$ cat config.mk
export PLATFORM = sky130hd
export DESIGN_NAME = ahbArbiter
export DESIGN_NICKNAME = d
export VERILOG_FILES = /design/src/rtl/ahbPkg.sv /design/src/rtl/ahbArbiter.sv
export SDC_FILE = /design/constraint.sdc
export NUM_CORES = 1
export LEC_CHECK = 0
export BUFFER_PORTS_ARGS = -buffer_cell sky130_fd_sc_hd__buf_4
export CORE_AREA = 3 3 80 82
export CTS_CLUSTER_SIZE = 28
export DETAILED_ROUTE_END_ITERATION = 12
export DIE_AREA = 0 0 83 85
export PLACE_DENSITY = 0.78
export SYNTH_ARGS = -nofsm -noshare
export SYNTH_HDL_FRONTEND = slang
export SYNTH_SLANG_ARGS = --single-unit
$ cat constraint.sdc
create_clock -name HCLK -period 2.3 [get_ports HCLK]
set_clock_uncertainty 0.15 [all_clocks]
set_input_delay 0.46 -clock HCLK [delete_from_list [all_inputs] [get_ports HCLK]]
set_output_delay 0.46 -clock HCLK [all_outputs]
set_load 0.01 [all_outputs]
$ cat src/rtl/ahbPkg.sv
package ahbPkg;

	typedef logic [31:0] addrT;  // Byte address.
	typedef logic [31:0] dataT;  // One bus word.
	typedef logic [1:0] transT;

	localparam transT TransIdle = 2'd0;
	localparam transT TransNonseq = 2'd2;
	localparam transT TransSeq = 2'd3;  // BUSY is never issued.

	// A line refill is one incrementing burst of LineBeats words.
	localparam int LineBeats = 16;
	localparam int LineOffsetBits = 6;

endpackage

$ cat src/rtl/ahbArbiter.sv
`timescale 1ns/1ns

module ahbArbiter (
	input  logic HCLK,
	input  logic HRESETn,
	input  logic HREADY,
	input  logic HBUSREQ0,
	input  logic HLOCK0,
	input  ahbPkg::transT HTRANS0,
	input  logic HWRITE0,
	input  ahbPkg::addrT HADDR0,
	input  ahbPkg::dataT HWDATA0,
	output logic HGRANT0,
	input  logic HBUSREQ1,
	input  logic HLOCK1,
	input  ahbPkg::transT HTRANS1,
	input  logic HWRITE1,
	input  ahbPkg::addrT HADDR1,
	input  ahbPkg::dataT HWDATA1,
	output logic HGRANT1,
	output ahbPkg::transT HTRANS,
	output logic HWRITE,
	output ahbPkg::addrT HADDR,
	output ahbPkg::dataT HWDATA
);

	logic grantValid;
	logic grantOwner;  // Also the round-robin pointer.
	logic nextValid;
	logic nextOwner;
	logic ownerHold;
	logic otherReq;
	logic addrValid;
	logic addrOwner;
	logic dataOwner;

	assign ownerHold = grantOwner ? (HBUSREQ1 || HLOCK1) : (HBUSREQ0 || HLOCK0);
	assign otherReq = grantOwner ? HBUSREQ0 : HBUSREQ1;

	always_comb begin
		nextValid = grantValid;
		nextOwner = grantOwner;
		if (!(grantValid && ownerHold)) begin
			if (otherReq) begin
				nextValid = 1'b1;
				nextOwner = !grantOwner;  // Move past the last owner.
			end else if (ownerHold) begin
				nextValid = 1'b1;
			end
		end
	end

	always_ff @(posedge HCLK) begin
		if (!HRESETn) begin
			grantValid <= 1'b0;
			grantOwner <= 1'b1;  // Master 0 wins the first request.
			addrValid <= 1'b0;
			addrOwner <= 1'b0;
			dataOwner <= 1'b0;
		end else if (HREADY) begin
			grantValid <= nextValid;
			grantOwner <= nextOwner;
			addrValid <= grantValid;
			addrOwner <= grantOwner;
			dataOwner <= addrOwner;
		end
	end

	assign HGRANT0 = grantValid && !grantOwner;
	assign HGRANT1 = grantValid && grantOwner;

	assign HTRANS = !addrValid ? ahbPkg::TransIdle : (addrOwner ? HTRANS1 : HTRANS0);
	assign HWRITE = addrOwner ? HWRITE1 : HWRITE0;
	assign HADDR = addrOwner ? HADDR1 : HADDR0;
	assign HWDATA = dataOwner ? HWDATA1 : HWDATA0;  // Write data lags one phase.

endmodule

; ---- Yosys cells after proc, flatten, opt, wreduce, memory -nomap -nowiden
; Cells that the tools add are included.
[op_classes]
muxes = 9
n_bitwise = 1
reduce_logical = 9
[ops]
columns = operator, count
row1 = $mux 32, 2
row2 = $reduce_and 3->1, 2
row3 = $mux 1, 5
row4 = $mux 2, 2
row5 = $logic_and 1x1->1, 3
row6 = $logic_or 1x1->1, 2
row7 = $reduce_bool 2->1, 1
row8 = $logic_not 1->1, 1
row9 = $not 1->1, 1
[word_totals]
reg_bits = 5
output_inout_bits = 69
word_cells = 24

; ---- Logic depth before layout (Yosys ltp)
[depth]
word_depth = 5
mapped_depth = 3
ltp_nobuf = 3

; ---- Worst setup path before layout
; No wires, ideal clock.
[synth_timing]
kind = flip-flop to output port
start = reg addrOwner
end = out HADDR[10]
arrival_ps = 916
required_time_ps = 1690
slack_ps = 774
path_stages_with_launch = 4
path_buffers = 2
path_cell_list = dfxtp_1 -> buf_6 -> buf_12 -> mux2_4
[synth_between]
elab_chain_cells = 1
[synth_rtl]
columns = element, line
row1 = start: declaration, ahbArbiter.sv:34  ; logic addrOwner;
row2 = start signal: assignment, ahbArbiter.sv:64  ; addrOwner <= grantOwner;
row3 = $mux 32, ahbArbiter.sv:74  ; assign HADDR = addrOwner ? HADDR1 : HADDR0;
row4 = end: declaration, ahbArbiter.sv:23  ; output ahbPkg::addrT HADDR,
; No other way between the ends.

; ---- Final worst setup path
[layout_timing]
start = reg addrOwner
end = out HADDR[0]
; The elaborated chain is that of the path after synthesis.

==> impl_metrics.yaml <==
min_path:
  hold_class: "in2reg"
  holdPathStages: 2
  hold-path-endpoint: "grantOwner"
  min_from: "HRESETn"
global_routing:
  antenna_found_initial: 0
  grt_start_max_net_pins: 34
  grt_pass1_vias: 1639
  grt_pass1_wl_um: 8066
  met1_usage_pct: 15.21
  busiest_layer: "met2"
  grt.met3_usage_pct: 2.913
  grt_overflow: 0
  gr-usage-met2_pct: 26.38
  grt_usage_pct: 13.62
detailed_routing:
  totalWireLength_um: 5531
  wl_per_cell_um: 14.48
  antenna_left: 0
  drtIter0Drc: 22
  firstDrtPassIters: 4
  post-route-drc-count: 0
  post_drt_via_cell_ratio: 4.194
  dr_total_vias: 1602
critical_path:
  path_delay_family: "flip-flops"
  cp-startpoint: "addrOwner"
  worst_setup_path_start_kind: "flip-flop"
  cp_max_fo: 19
  path_cells: "buf_12 > mux2_2 > buf_4"
  crit_path_max_incr_delay_ns: 0.45
  arrival_ns: 1.41
  rr_worst_depth: 3
  r2r_slack_ns: 1.24
  cp_num_buf_inv: 2
  required_ns: 1.69
  reg2reg_to: "grantOwner"
  rr_startpoint: "grantValid"
  cp_slowest_cell: "dfxtp_2"
  crit_path_end_kind: "output pin"
  critPathKind: "reg2out"
power_and_ir_drop:
  sw_frac_of_total_pct: 28.72
  seqPwrFrac_pct: 11.4
  p_int_mw: 0.6546
  combPwrFrac_pct: 70.4
  powerDensity_nw_per_um2: 308.5
  clkPwrFrac_pct: 18.2
  switching_power_mw: 0.2637
  peakVddDrop_v: 0.0003205
  power.total_mw: 0.9183
  p_leak_nw: 1.614
sta:
  fin_tns_setup_ns: 0
  finalCritPeriodShare_pct: 87.83
  tightest_slew_ns: 0.2530
  hold_viol: 0
  setup_viol: 0
  drv_slew: 0
  rsz0062_at_grt: "no"
  fmax_mhz: 495.0
  relSlewSlack_pct: 83.13
  min_period_ns: 2.020
floorplan:
  die_w_um: 83
  io_pins: 210
  std_cell_rows: 28
  fp.dieArea_um2: 7055
  core-area_um2: 5816
  start_util_pct: 22.83
  die_h_um: 85
synth:
  yosys_register_bits: 5
  synth_largest_area_cell: "mux2_4"
  avgSynthCellArea_um2: 13.28
  ys_seq_area_share_pct: 7.540
  synth.area.top_cells: "mux2_4 (68%), dfxtp_1 (7.5%), buf_12 (4.5%)"
  synth_top_area_share_pct: 67.86
  synth_nets: 241
  syn-cell-area_um2: 1328
  synth_cell_types: 15
  yosys_warnings: 0
  synthCells: 100
finish:
  final_nets: 449
  stdcell_count: 382
  syn_to_final_growth_pct: 124.2
  drive_gt1_share_pct: 91.86
  final_util_pct: 51.18
  antenna_cells: 0
  regArea_um2: 102.6
  fill_cells: 558
  multi_input_area_um2: 1106
clock_tree:
  cts-htree-levels: 1
  numCtsBuffers: 3
  cts_tree: "done"
  ctsHoldBuffers: 0
  clk_pin_slew_ns: 0.04
  clk-insertion-delay-late_ns: 0.22
  clockBufferDepth: 2
  cts-resized-gates: 0
  postCtsSetupRepairBufs: 0
  cts_sinks: 5
  cts_root_buffer: "clkbuf_8"
job:
  drv_cap: 0
placement:
  dp.cells: 378
  port_buffers: 209
  dp_hpwl_um: 4854
  globalplace.congestion: 0.8441
run_status:
  status: "finished, final reports clean"
==> synth_stat cells, drive strengths merged <==
master,instances
mux2,65
nor2b,6
nor3,1
and2,1
a31oi,1
and4,1
a21oi,1
buf,9
mux2i,6
dfxtp,5
o21ai,4
==> sequential cells by signal, indices dropped and copies added (netlist names) <==
name	count
dataOwner	1
addrOwner	1
addrValid	1
grantValid	1
grantOwner	1
==> cells by family after synthesis <==
logic type / Yosys count / synth area share, %
DFF: 5 / 7.540
and+or+nand+nor: 9 / 4.336
AOI/OAI and AO/OA: 6 / 2.356
buffers and inverters: 9 / 9.142
muxes: 71 / 76.63
==> worst register-to-register path: cells and delay by family (launching register included) <==
| kind | cells | cell delay [ns] |
|---|---|---|
| DFF | 1 | 0.40 |
| AOI/OAI and AO/OA | 2 | 0.23 |
| and+or+nand+nor | 1 | 0.21 |
==> layout make-up <==
class / instances / area share (%)
clock buffer: 4 / 1.513
multi-input combinational: 86 / 37.16
sequential: 5 / 3.447
tap: 75 / 3.153
timing repair buffer: 212 / 54.73
==> per-layer routing <==
layer / vias to the layer above / wire (um)
met4: 0 / 53
met1: 723 / 1916
met3: 6 / 412
li1: 787 / -
met5: - / 0
met2: 86 / 3149
==> how the worst max path moves through the flow <==
stage | to | slack, ns | cells after the start
floorplan | HADDR[10] | 0.77 | 3
global placement | HADDR[0] | 0.54 | 3
detailed placement | HADDR[0] | 0.52 | 3
CTS | HADDR[0] | 0.27 | 3
global route | HADDR[0] | 0.23 | 3
finish | HADDR[0] | 0.28 | 3
==> per-stage QoR <==
| stage | instance area [um2] | hold slack (ns) | worst slack [ns] |
|---|---|---|---|
| 3_5_place_dp | 2932 | 0.3691 | 0.5184 |
| 2_1_floorplan | 1328 | 0.3393 | 0.7738 |
| 3_3_place_gp | 2932 | 0.3686 | 0.5429 |
| 6_report | 2977 | 0.3010 | 0.2799 |
| 4_1_cts | 2977 | 0.2950 | 0.2738 |
| 5_1_grt | 2977 | 0.3179 | 0.2344 |
==> power by group through the flow <==
stage / clock network, mW / registers (mW) / logic, mW
6_report: 0.167 / 0.105 / 0.647
5_1_grt: 0.170 / 0.106 / 0.685
3_5_place_dp: 0 / 0.106 / 0.650
2_1_floorplan: 0 / 0.0988 / 0.312
3_3_place_gp: 0 / 0.106 / 0.638
4_1_cts: 0.171 / 0.105 / 0.652
==> cell usage in the layout, fill, tap and decap left out, drive strengths merged <==
cell type	n
buf	212
and4	1
a31oi	1
mux2	65
nor2b	6
a21oi	1
mux2i	6
dfxtp	5
clkbuf	4
nor3	1
and2	1
o21ai	4
(Power assumes the default switching activity.)
