**src/rtl/ahbPkg.sv**
```systemverilog
package ahbPkg;

	typedef logic [31:0] addrT;  // Byte address.
	typedef logic [31:0] dataT;  // One bus word.
	typedef logic [1:0] transT;

	localparam transT TransIdle = 2'd0;
	localparam transT TransNonseq = 2'd2;
	localparam transT TransSeq = 2'd3;  // BUSY is never issued.

	// A line refill is one incrementing burst of LineBeats words.
	localparam int LineBeats = 16;
	localparam int LineOffsetBits = 6;

endpackage

```
**src/rtl/ahbLineMaster.sv**
```systemverilog
`timescale 1ns/1ns

module ahbLineMaster (
	input  logic HCLK,
	input  logic HRESETn,
	input  logic MEnable,
	input  logic MRead,
	input  logic MWrite,
	input  ahbPkg::addrT MAddress,
	input  ahbPkg::dataT MWriteData,
	output ahbPkg::dataT MReadData,
	output logic MReady,
	output logic HBUSREQ,
	output logic HLOCK,
	input  logic HGRANT,
	output ahbPkg::transT HTRANS,
	output logic HWRITE,
	output ahbPkg::addrT HADDR,
	output ahbPkg::dataT HWDATA,
	input  logic HREADY,
	input  ahbPkg::dataT HRDATA
);

	localparam int BeatBits = $clog2(ahbPkg::LineBeats);
	localparam int OffsetBits = ahbPkg::LineOffsetBits;

	typedef enum logic [2:0] {
		Idle,
		Request,
		ReadFirst,
		ReadBurst,
		ReadLast,
		WriteAddr,
		WriteData
	} stateT;

	stateT state;
	stateT nextState;
	logic cmdRead;
	ahbPkg::addrT lineBase;
	ahbPkg::addrT beatAddr;
	logic [BeatBits-1:0] addrBeat;
	logic lastBeat;

	assign lastBeat = addrBeat == BeatBits'(ahbPkg::LineBeats - 1);
	assign beatAddr = lineBase + ahbPkg::addrT'({addrBeat, 2'b00});
	assign MReadData = HRDATA;  // Qualified by MReady.

	always_ff @(posedge HCLK) begin
		if (!HRESETn) begin
			state <= Idle;
		end else begin
			state <= nextState;
		end
	end

	always_ff @(posedge HCLK) begin
		if (!HRESETn) begin
			cmdRead <= 1'b0;
			addrBeat <= '0;
		end else if (state == Idle) begin
			cmdRead <= MRead;
			addrBeat <= '0;
		end else if ((state == ReadFirst || state == ReadBurst) && HREADY) begin
			addrBeat <= addrBeat + 1'b1;  // Wraps after the last beat, unused then.
		end
	end

	always_ff @(posedge HCLK) begin
		if (state == Idle && MEnable && MRead) begin
			lineBase <= {MAddress[31:OffsetBits], {OffsetBits{1'b0}}};
		end
	end

	always_comb begin
		nextState = state;
		case (state)
			Idle: begin
				if (MEnable && (MRead || MWrite)) begin
					nextState = Request;
				end
			end
			Request: begin
				if (HGRANT && HREADY) begin
					nextState = cmdRead ? ReadFirst : WriteAddr;
				end
			end
			ReadFirst: begin
				if (HREADY) begin
					nextState = ReadBurst;
				end
			end
			ReadBurst: begin
				if (HREADY && lastBeat) begin
					nextState = ReadLast;
				end
			end
			ReadLast: begin
				if (HREADY) begin
					nextState = Idle;
				end
			end
			WriteAddr: begin
				if (HREADY) begin
					nextState = WriteData;
				end
			end
			WriteData: begin
				if (HREADY) begin
					nextState = Idle;
				end
			end
			default: begin
				nextState = Idle;
			end
		endcase
	end

	always_comb begin
		HTRANS = ahbPkg::TransIdle;
		HWRITE = 1'b0;
		HADDR = '0;
		HWDATA = '0;
		case (state)
			ReadFirst: begin
				HTRANS = ahbPkg::TransNonseq;
				HADDR = beatAddr;
			end
			ReadBurst: begin
				HTRANS = ahbPkg::TransSeq;  // Address beat n, data beat n-1.
				HADDR = beatAddr;
			end
			WriteAddr: begin
				HTRANS = ahbPkg::TransNonseq;
				HWRITE = 1'b1;
				HADDR = MAddress;
			end
			WriteData: begin
				HWDATA = MWriteData;
			end
			default: begin
				HTRANS = ahbPkg::TransIdle;
			end
		endcase
	end

	// Request is held through the last accepted address phase.
	assign HBUSREQ = state == Request || state == ReadFirst || state == ReadBurst ||
		state == WriteAddr;
	assign HLOCK = (state == Request && cmdRead) || state == ReadFirst ||
		state == ReadBurst;  // Keeps the burst whole.
	assign MReady = HREADY && (state == ReadBurst || state == ReadLast ||
		state == WriteData);

endmodule

```
**config.mk**
```make
export PLATFORM = sky130hd
export DESIGN_NAME = ahbLineMaster
export DESIGN_NICKNAME = d
export VERILOG_FILES = /design/src/rtl/ahbPkg.sv /design/src/rtl/ahbLineMaster.sv
export SDC_FILE = /design/constraint.sdc
export NUM_CORES = 1
export LEC_CHECK = 0
export ABC_AREA = 0
export ABC_CLOCK_PERIOD_IN_PS = 2800
export BUFFER_PORTS_ARGS = -buffer_cell sky130_fd_sc_hd__buf_2
export CELL_PAD_IN_SITES_DETAIL_PLACEMENT = 1
export CELL_PAD_IN_SITES_GLOBAL_PLACEMENT = 1
export CORE_ASPECT_RATIO = 1.2
export CORE_MARGIN = 1.5
export CORE_UTILIZATION = 24
export CTS_CLUSTER_SIZE = 10
export DETAILED_ROUTE_END_ITERATION = 12
export PLACE_DENSITY = 0.85
export SETUP_SLACK_MARGIN = 0.5
export SYNTH_ARGS = -nofsm -noshare
export SYNTH_HDL_FRONTEND = slang
export SYNTH_SLANG_ARGS = --single-unit
```
**constraint.sdc**
```tcl
create_clock -name HCLK -period 2.8 [get_ports HCLK]
set_clock_uncertainty 0.05 [all_clocks]
set_input_delay 0 -clock HCLK [delete_from_list [all_inputs] [get_ports HCLK]]
set_output_delay 0 -clock HCLK [all_outputs]
set_load 0.02 [all_outputs]
```
Word-level counts from Yosys, hierarchy flattened:

Index checks and enable logic that the tools add are counted.
W data, S select, Z words.

* memory bits (read-only): 0
* flip-flop bits (word level): 34
* logic and storage cells: 55
* memories kept: 0
* RAM bits: 0
* bits in latches: 0
* input bits: 103

* multiply operators: 0
* div/mod/pow operators: 0
* $lt $le $gt $ge: 0
* shift operators: 0
* reductions and logical operators: 23
* add/sub/neg operators: 2
* bitwise logic cells: 1
* muxes and demuxes: 12
* eq/ne operators: 13

Operator list (count)
* $pmux W32 S2: 1
* $add A32 B6 Y32: 1
* $mux W32: 1
* $mux W3: 7
* $pmux W3 S6: 1
* $eq A3 B3 Y1 const B: 3
* $logic_or A1 B1 Y1: 9
* $logic_and A1 B1 Y1: 8
* $ne A2 B2 Y1 const B: 4
* $reduce_or A2 Y1: 4
* $eq A3 B2 Y1 const B: 2
* $reduce_and A6 Y1: 1
* $add A4 B1 Y4 const B: 1
* $eq A4 B4 Y1 const B: 1
* $ne A2 B1 Y1 const B: 2
* $pmux W2 S2: 1
* $eq A3 B1 Y1 const B: 1
* $logic_not A3 Y1: 1
* $mux W1: 1
* $not A1 Y1: 1

Logic depth before layout (Yosys ltp):

Gate-level depths: netlist of run 1.

* depth in word-level cells: 4
* depth in mapped cells: 5
* mapped depth without buffers: 5

Least setup slack after synthesis of run 1:

OpenSTA, ideal clock, no wires.

* path kind: register -> register
* from: register state[1]
* to: register lineBase[10] (enable)
* path slack: 0.887 ns
* arrival time: 1.477 ns
* stages on the path, launching flop included: 3
* path buffers: 0
* cell sequence: dfxtp_1 nor3_1 and3_1

* cells in the longest elaborated chain, start to end: 3

RTL lines
* start, declared: RTL line ahbLineMaster.sv:37 `stateT state;`
* start signal, assigned: RTL line ahbLineMaster.sv:51 `state <= Idle;`
* start signal, assigned: RTL line ahbLineMaster.sv:53 `state <= nextState;`
* $logic_not A3 Y1: RTL line ahbLineMaster.sv:70 `if (state == Idle && MEnable && MRead) begin`
* $logic_and A1 B1 Y1 (2 in series): RTL line ahbLineMaster.sv:70
* end signal, assigned: RTL line ahbLineMaster.sv:71 `lineBase <= {MAddress[31:OffsetBits], {OffsetBits{1'b0}}};`
* end, declared: RTL line ahbLineMaster.sv:40 `ahbPkg::addrT lineBase;`

No other way between the ends.
A chain may end at the register's enable or synchronous reset.

Worst setup path after layout of run 1:

* from: register state[0]
* to: output HADDR[5]

* cells in the longest elaborated chain, start to end: 3
* elaborated cells between the ends (all ways): 5
* classes of those cells: eq/ne (3); mux (1); reduce/logical (1)

RTL lines
* $eq A3 B2 Y1: RTL line ahbLineMaster.sv:124 `case (state)`
* $reduce_or A2 Y1 (no source line)
* $pmux W32 S2 (*): RTL line ahbLineMaster.sv:124
* end, declared: RTL line ahbLineMaster.sv:18 `output ahbPkg::addrT HADDR,`

Every way passes the cells marked *; elsewhere a longest branch is shown, timed or not.

==> impl_metrics.json, run 1 <==
{
  "status": "complete, no violations",
  "slew_viol_final": 0,
  "crit_chain": "nor2b_1 -> and2_1 -> buf_4 -> a22o_1 -> buf_2",
  "post-cts-setup-buffer-count": 0,
  "timing.setup.tns_ns": 0,
  "diodes": 0,
  "cts-root-buf": "clkbuf_8",
  "synth_top_area_frac": 0.3784,
  "slew_headroom": 0.6855,
  "finalHoldViolCount": 0,
  "place_area_um2": 2631,
  "netlist_top_cells_area": "edfxtp_1 38%, a22o_1 13%, buf_4 12%",
  "hold_class": "primary input to flop",
  "hpwlAfterDp_mm": 4.578,
  "cts_resized": 0,
  "syn_to_final_growth_pct": 60.76,
  "critPathArrivalTime_ns": 1.98,
  "crit_slowest_cell": "dfxtp_1",
  "min_period_ns": 2.033,
  "cts_buffers": 5,
  "multi_input_area_um2": 805.8,
  "synth_edf_count": 26,
  "antenna_left": 0,
  "hold_slack_ns": 0.008297,
  "slowest_delay_ns": 0.55,
  "wl_per_cell_um": 15.54,
  "ios": 205,
  "yosys.cell_types.count": 33,
  "synth_nets": 303,
  "power_density_nw_per_um2": 563.1,
  "grt_usage": 0.1537,
  "cap_violations": 0,
  "ys_seq_area_frac": 0.4560,
  "dr_total_vias": 2216,
  "port_buffers": 140,
  "drt_first_pass_iters": 4,
  "h-tree-depth": 2,
  "coreArea_um2": 8243,
  "postSynthCellCount": 199,
  "netlist_area_um2": 2063,
  "die_y_um": 104.6,
  "finalNetCount": 466,
  "worstPathRequired_ns": 2.75,
  "timing.critical_path.buf_inv": 2,
  "antenna_found_initial": 0,
  "final_util": 0.4024,
  "min_period_over_period": 0.7262,
  "cellLeakagePower_nw": 1.702,
  "die_w_um": 87.64,
  "grt_pass1_vias": 2338,
  "num_rows": 36,
  "crit_fanout": 32,
  "clk_latency_ns": 0.28,
  "cts_buffer_depth": 2,
  "drc": 0,
  "die-area_um2": 9165,
  "drive_gt1_frac": 0.4353,
  "drt_iter0_markers": 68,
  "setup_violations": 0,
  "fillers": 978,
  "setup.worst_path.start_class": "flop",
  "gp_congestion": 0.8018,
  "overflow": 0,
  "start_util": 0.2503,
  "layout.area.seq_um2": 940.9,
  "cts_tree": "yes",
  "placed_cells": 409,
  "ctsHoldBuffers": 60,
  "fin_area_um2": 3317,
  "grt_max_degree": 43,
  "vdd.ir_drop.worst_v": 0.0003511,
  "drt_wl_total_mm": 7.411,
  "grt_first_pass_wirelength_mm": 11.12,
  "clk_pin_slew_ns": 0.07,
  "synth_flop_cell": "edfxtp_1",
  "syn_area_per_cell_um2": 10.37,
  "crit_type": "flop to primary output",
  "crit_family": "flip-flops",
  "crit_path_end_kind": "primary output",
  "fmax_mhz": 491.8,
  "worstMarginPinSlew_ns": 0.4681,
  "ys_seq_elements": 34,
  "vias_per_cell": 4.646,
  "rsz0062_at_grt": "no",
  "clock_sinks": 34,
  "synth_top_cell_by_area": "edfxtp_1",
  "ys_warn_count": 0,
  "synthArstFlopShare": 0,
  "fin_cells": 477
}
sequential cells by signal, indices dropped and copies added (netlist names):
name / cells
cmdRead: 1
addrBeat: 4
state: 3
lineBase: 26
where the power goes:
| group | total, mW | internal (mW) | switching [mW] |
|---|---|---|---|
| combinational | 0.825 | 0.330 | 0.494 |
| clock | 0.346 | 0.170 | 0.176 |
| sequential | 0.697 | 0.632 | 0.0652 |
| total | 1.87 | 1.13 | 0.735 |
cells in the mapped netlist (all sizes together), types with 2 or more instances:
library cell / count
xor2: 2
nor2b: 3
buf: 39
and3: 35
nand3: 5
edfxtp: 26
o21a: 2
and2: 3
nand2b: 2
clkbuf: 10
nand2: 5
dfxtp: 8
o21ai: 4
nor2: 5
a22o: 30
a21oi: 4
path summary, 6_finish.rpt:
| kind | endpoint | slack, ns | start | cells after the start |
|---|---|---|---|---|
| setup / recovery | HADDR[5] | 0.77 | state[0]$_SDFFE_PN0P_ | 5 |
| setup reg to reg | lineBase[12]$_DFFE_PP_ | 0.98 | state[0]$_SDFFE_PN0P_ | 3 |
| hold / removal | addrBeat[1]$_SDFFE_PP0P_ | 0.008 | HREADY | 3 |
| hold reg to reg | addrBeat[3]$_SDFFE_PP0P_ | 0.48 | addrBeat[3]$_SDFFE_PP0P_ | 2 |
placed cells by master, fill, tap and decap left out, drive strengths merged, types with 5 or more instances in the layout:
master,Yosys,routed
buf,39,145
clkbuf,10,5
and3,35,35
nand3,5,5
dfxtp,8,8
edfxtp,26,26
dlygate4sd3,0,60
a22o,30,30
nand2,5,5
nor2,5,5
worst min-delay path, cell delays in order:
cell     delay, ns
buf_2         0.15
nand3_1       0.09
a21oi_1       0.05
metrics by stage:
step	setup WS (ns)	power, mW
floorplan	0.8874	1.261
global placement	1.023	1.398
detailed placement	0.9708	1.430
CTS	0.7611	1.876
global route	0.6157	1.978
finish	0.7667	1.868
layer usage:
layer  track usage  wire length, um
met1        0.1538             2639
met2        0.3110             4196
met3       0.02291              455
met4       0.04535              119
met5             0                0
logic make-up after synthesis:
logic type                 share of synthesized area
muxes                                       0.004852
DFF                                           0.4560
AOI/OAI and AO/OA                             0.1928
xor gates and xnor gates                    0.008492
and+or+nand+nor                               0.1771
buffers and inverters                         0.1546
adders and majority gates                   0.006063
final cells by class:
type,count,share of cell area
clock buffer,5,0.02075
clock inverter,3,0.004904
inverter,1,0.001132
multi-input combinational,115,0.2429
sequential,34,0.2837
tap,114,0.04300
timing repair buffer,205,0.4036
Note: power is estimated with default switching activity, not from simulation.
==> run 2: changes to the inputs <==
--- a/config.mk
+++ b/config.mk
@@ -5,8 +5,8 @@
 export SDC_FILE = /design/constraint.sdc
 export NUM_CORES = 1
 export LEC_CHECK = 0
-export ABC_AREA = 0
-export ABC_CLOCK_PERIOD_IN_PS = 2800
+export ABC_AREA = 1
+export ABC_CLOCK_PERIOD_IN_PS = 2100
 export BUFFER_PORTS_ARGS = -buffer_cell sky130_fd_sc_hd__buf_2
 export CELL_PAD_IN_SITES_DETAIL_PLACEMENT = 1
 export CELL_PAD_IN_SITES_GLOBAL_PLACEMENT = 1
@@ -15,7 +15,7 @@
 export CORE_UTILIZATION = 24
 export CTS_CLUSTER_SIZE = 10
 export DETAILED_ROUTE_END_ITERATION = 12
-export PLACE_DENSITY = 0.85
+export PLACE_DENSITY = 0.86
 export SETUP_SLACK_MARGIN = 0.5
 export SYNTH_ARGS = -nofsm -noshare
 export SYNTH_HDL_FRONTEND = slang
==> constraint.sdc (replaced) <==
create_clock -name HCLK -period 2.1 [get_ports HCLK]
set_clock_uncertainty 0.05 [all_clocks]
set_input_delay 0 -clock HCLK [delete_from_list [all_inputs] [get_ports HCLK]]
set_output_delay 0 -clock HCLK [all_outputs]
set_load 0.02 [all_outputs]
==> impl_metrics.json, run 2 <==
{
  "status": "complete, no violations",
  "start_util": 0.2503,
  "gp_congestion": 0.7960,
  "ys_warn_count": 0,
  "synthTopCellsByCount": "47 x nor2_1, 44 x inv_1, 35 x buf_4",
  "hold_class": "primary input to flop",
  "die_w_um": 89.75,
  "crit_path_end_kind": "primary output",
  "synth_flop_cell": "edfxtp_1",
  "drt_wl_total_mm": 9.798,
  "vias_per_cell": 4.446,
  "yosys.cell_types.count": 25,
  "final_common_cell": "buf_2",
  "critPathArrivalTime_ns": 1.57,
  "clk_latency_ns": 0.29,
  "crit_fanout": 7,
  "cap_violations": 0,
  "h-tree-depth": 2,
  "crit_type": "flop to primary output",
  "worstPathRequired_ns": 2.05,
  "synthArstFlopShare": 0,
  "grt_usage": 0.1752,
  "drt_iter0_markers": 149,
  "synth_edf_count": 26,
  "timing.setup.tns_ns": 0,
  "rr_startpoint": "addrBeat[0]$_SDFFE_PP0P_",
  "worstMarginPinSlew_ns": 0.2815,
  "layout_common_cells": "138 x buf_2, 60 x dlygate4sd3_1, 46 x nor2_1",
  "ys_seq_elements": 34,
  "postSynthCellCount": 254,
  "synth_most_common_cell": "nor2_1",
  "min_period_ns": 1.615,
  "cts_tree": "yes",
  "hpwlAfterDp_mm": 5.774,
  "finalHoldViolCount": 0,
  "die_y_um": 107.1,
  "die-area_um2": 9611,
  "synth_top_cell_by_area": "edfxtp_1",
  "grt_pass1_vias": 2538,
  "slew_headroom": 0.8112,
  "netlist_area_um2": 2167,
  "cts_buffers": 5,
  "rsz0062_at_grt": "no",
  "overflow": 0,
  "drc": 0,
  "vdd.ir_drop.worst_v": 0.0002667,
  "clk_pin_slew_ns": 0.07,
  "grt_first_pass_wirelength_mm": 13.16,
  "cellLeakagePower_nw": 1.924,
  "min_period_over_period": 0.7692,
  "netlist_top_cells_area": "edfxtp_1 36%, buf_4 12%, a22o_1 11%",
  "holdPathStages": 3,
  "wl_per_cell_um": 17.75,
  "syn_to_final_growth_pct": 67.15,
  "fin_area_um2": 3622,
  "antenna_found_initial": 2,
  "dr_total_vias": 2454,
  "setup_violations": 0,
  "drt_first_pass_iters": 4,
  "cp-startpoint": "state[1]$_SDFFE_PN0P_",
  "cts_buffer_depth": 2,
  "antenna_left": 0,
  "num_rows": 37,
  "ys_seq_area_frac": 0.4342,
  "power_density_nw_per_um2": 836.7,
  "cts-root-buf": "clkbuf_8",
  "clock_sinks": 34,
  "top_register": "lineBase",
  "slew_viol_final": 0,
  "syn_area_per_cell_um2": 8.532,
  "place_area_um2": 2744,
  "top_regs": "lineBase (26), addrBeat (4), state (3)",
  "drive_gt1_frac": 0.4226,
  "synth_top_area_frac": 0.3603,
  "ios": 205,
  "port_buffers": 140,
  "fmax_mhz": 619.1,
  "largest_reg_flops": 26,
  "finalNetCount": 536,
  "coreArea_um2": 8657,
  "hold_start": "HREADY",
  "r2r_cells": 8,
  "synth_nets": 358,
  "setup.worst_path.start_class": "flop",
  "grt_max_degree": 33
}
-- run 2: cell types whose count changed in the layout (fill, tap and decap cells not counted), moves of 5 or more --
cell / delta
nor2_2: +5
nor2_1: +41
and3_1: -35
nand2_1: +18
inv_1: +42
-- run 2: layout make-up --
cell class	count	area [um^2]
fillers	1042	5035
repair buffers	213	1480
flip-flops and latches	34	949.7
multi-input cells	129	742.0
inverters	49	203.9
well taps	117	146.4
clock buffers	6	82.58
clock inverters	2	12.51
diodes	2	5.005
-- run 2: cell families after synthesis --
family	synth area share
fa+ha+maj	0.005773
compound gates	0.1426
simple gates	0.1796
flops	0.4342
xor+xnor	0.004042
buf+inv	0.2338
-- run 2: final timing paths --
check | slack, ns | end
min reg2reg | 0.50 | addrBeat[3]$_SDFFE_PP0P_
min | 0.08 | addrBeat[1]$_SDFFE_PP0P_
max | 0.48 | HADDR[30]
max reg2reg | 0.54 | state[0]$_SDFFE_PN0P_
-- run 2: power breakdown --
part	total, mW	internal (mW)	switching [mW]
Combinational	1.56	0.625	0.936
Clock	0.517	0.264	0.253
Sequential	0.952	0.860	0.0924
-- run 2: metrics by stage --
step	cells	worst slack, ns	hold slack [ns]	power [mW]	util
detailed placement	472	0.4018	-0.04986	2.137	0.3170
floorplan	254	0.5035	0.04887	1.844	-
global route	552	0.4485	0.09018	3.176	0.4184
CTS	543	0.5006	0.03855	2.841	0.4035
finish	552	0.4848	0.07816	3.031	0.4184
global placement	472	0.4579	-0.04986	2.087	0.3170
-- run 2: timing repair --
item | CTS | global route
cloned | 0 | 2
hold buffers | 60 | 0
resized for setup | 10 | 8
setup buffers | 3 | 5
endpoints found under the hold margin | 62 | 0
endpoints found under the setup margin | 80 | 54
pin swaps | 1 | 1
-- run 2: worst max-delay path, cell delays in order (launching register included) --
cell     delay [ns]
dfxtp_4        0.38
inv_6          0.06
nor2_4         0.18
buf_4          0.16
buf_12         0.12
a22o_1         0.18
buf_2          0.19
-- run 2: routing by layer --
metal | up-vias | track usage | wire (um)
met4 | 0 | 0.1032 | 361
li1 | 1144 | - | -
met3 | 25 | 0.04539 | 590
met5 | - | 0 | 0
met1 | 1161 | 0.1739 | 3432
met2 | 124 | 0.3282 | 5414
==> run 3: changes to the inputs <==
--- a/config.mk
+++ b/config.mk
@@ -6,16 +6,16 @@
 export NUM_CORES = 1
 export LEC_CHECK = 0
 export ABC_AREA = 1
-export ABC_CLOCK_PERIOD_IN_PS = 2100
+export ABC_CLOCK_PERIOD_IN_PS = 1300
 export BUFFER_PORTS_ARGS = -buffer_cell sky130_fd_sc_hd__buf_2
 export CELL_PAD_IN_SITES_DETAIL_PLACEMENT = 1
 export CELL_PAD_IN_SITES_GLOBAL_PLACEMENT = 1
 export CORE_ASPECT_RATIO = 1.2
 export CORE_MARGIN = 1.5
-export CORE_UTILIZATION = 24
+export CORE_UTILIZATION = 22
 export CTS_CLUSTER_SIZE = 10
 export DETAILED_ROUTE_END_ITERATION = 12
-export PLACE_DENSITY = 0.86
+export PLACE_DENSITY = 0.83
 export SETUP_SLACK_MARGIN = 0.5
 export SYNTH_ARGS = -nofsm -noshare
 export SYNTH_HDL_FRONTEND = slang
==> constraint.sdc (replaced) <==
create_clock -name HCLK -period 1.3 [get_ports HCLK]
set_clock_uncertainty 0.05 [all_clocks]
set_input_delay 0 -clock HCLK [delete_from_list [all_inputs] [get_ports HCLK]]
set_output_delay 0 -clock HCLK [all_outputs]
set_load 0.02 [all_outputs]
==> impl_metrics.json, run 3 (synthesis gave the netlist of run 2 again) <==
{
  "status": "complete, but fails checks",
  "violations": "negative setup slack",
  "met2_usage": 0.4628,
  "cts_tree": "yes",
  "vdd.ir_drop.worst_v": 0.0006156,
  "crit_type": "flop to primary output",
  "top_usage_layer": "met2",
  "cts_buffers": 5,
  "place_area_um2": 3627,
  "start_util": 0.2266,
  "slew_viol_final": 0,
  "finalHoldViolCount": 0,
  "fillers": 1000,
  "met3_usage": 0.03279,
  "critPathArrivalTime_ns": 1.52,
  "coreArea_um2": 9564,
  "fin_cells": 596,
  "drc": 0,
  "power_density_nw_per_um2": 1346,
  "fmax_mhz": 637.5,
  "top_register": "lineBase",
  "timing.critical_path.buf_inv": 5,
  "antenna_found_initial": 0,
  "crit_slowest_cell": "dfxtp_4",
  "grt_usage": 0.2124,
  "worstPathRequired_ns": 1.25,
  "gp_congestion": 0.8301,
  "grt_max_degree": 22,
  "drive_gt1_frac": 0.6702,
  "grt_pass1_vias": 3074,
  "ios": 205,
  "h-tree-depth": 2,
  "wl_per_cell_um": 18.33,
  "min_period_over_period": 1.207,
  "hpwlAfterDp_mm": 5.982,
  "use_met1": 0.1940,
  "final_common_cell": "buf_6",
  "setup_violations": 101,
  "num_rows": 39,
  "cap_violations": 0,
  "antenna_left": 0,
  "slowest_delay_ns": 0.35,
  "cts_buffer_depth": 2,
  "min_period_ns": 1.569,
  "worstMarginPinSlew_ns": 0.2497,
  "fin_area_um2": 5348,
  "crit_family": "buffers and inverters",
  "drt_wl_total_mm": 10.93,
  "die_y_um": 111.7,
  "dr_total_vias": 2663,
  "clk_latency_ns": 0.27,
  "top_regs": "lineBase (26), addrBeat (4), state (3)",
  "crit_fanout": 7,
  "diodes": 0,
  "die_w_um": 93.60,
  "vias_per_cell": 4.468,
  "drt_first_pass_iters": 4,
  "overflow": 0,
  "finalNetCount": 576,
  "rsz0062_at_grt": "yes",
  "largest_reg_flops": 26,
  "grt_first_pass_wirelength_mm": 16.87,
  "timing.setup.tns_ns": -21.86,
  "die-area_um2": 10460,
  "layout_common_cells": "86 x buf_6, 70 x buf_2, 61 x dlygate4sd3_1",
  "slew_headroom": 0.8330,
  "crit_path_end_kind": "primary output",
  "placed_cells": 500,
  "syn_to_final_growth_pct": 146.8,
  "cts-root-buf": "clkbuf_16",
  "cellLeakagePower_nw": 2.491,
  "hold_class": "primary input to flop",
  "clk_pin_slew_ns": 0.06,
  "timing.final.ws_setup_ns": -0.2687,
  "clock_sinks": 34,
  "port_buffers": 140,
  "crit_chain": "buf_6 -> nand3_4 -> inv_4 -> buf_12 -> buf_12 -> a22o_4 -> buf_6",
  "setup.worst_path.start_class": "flop",
  "rrSetupSlack_ns": -0.23,
  "drt_iter0_markers": 70
}
## run 3: cell count changes in the layout (fill, tap and decap cells not counted), moves of 15 or more
cell / change
nor2_4: +37
nand2_1: -15
nor2_1: -39
a22o_4: +27
buf_6: +85
buf_2: -68
a22o_1: -27
## run 3: per-stage QoR
stage	util	power, mW	setup slack [ns]	hold WS [ns]
3_5_place_dp	0.3793	4.412	-0.1289	-0.04986
6_report	0.5591	7.198	-0.2687	0.01350
4_1_cts	0.5489	6.899	-0.2707	0.02663
2_1_floorplan	-	3.631	-0.2360	0.04887
5_1_grt	0.5591	7.531	-0.3007	0.01909
3_3_place_gp	0.3793	4.292	-0.002110	-0.04986
## run 3: cell type report
class	count	area (um^2)	area share
sequential	34	952.2	0.1781
tap	123	153.9	0.02878
inverter	49	209.0	0.03907
clock inverter	1	5.005	0.0009359
timing repair buffer	253	2410	0.4506
multi-input combinational	129	1475	0.2759
clock buffer	7	142.6	0.02667
## run 3: final timing paths
| check | start | to | cells after the start |
|---|---|---|---|
| worst min-delay path | HRESETn | addrBeat[1]$_SDFFE_PP0P_ | 3 |
| worst min register to register | cmdRead$_SDFFE_PN0P_ | cmdRead$_SDFFE_PN0P_ | 2 |
| worst max-delay path | state[0]$_SDFFE_PN0P_ | HADDR[12] | 7 |
| worst max register to register | state[0]$_SDFFE_PN0P_ | lineBase[21]$_DFFE_PP_ | 8 |
## run 3: repair_timing
action	CTS	global route
setup endpoints to repair	104	104
hold endpoints to repair	62	0
hold buffers	61	0
pin swaps	17	10
gates cloned	4	0
setup buffers	17	6
gates resized for setup	190	15
## run 3: tightest hold or removal path: stages
cell and delay [ns]:
buf_2 0.13, nand2_4 0.11, a211oi_2 0.05
## run 3: routing by layer
layer  vias up  share of wire  wire length [um]
li1       1221              -                 -
met1      1292           0.31              3423
met2       142           0.62              6790
met3         8          0.055               606
met4         0         0.0095               104
met5         -              0                 0
## run 3: report_power, final
part | internal, mW | switching, mW
registers | 1.40 | 0.142
logic | 2.27 | 2.20
clock network | 0.759 | 0.434
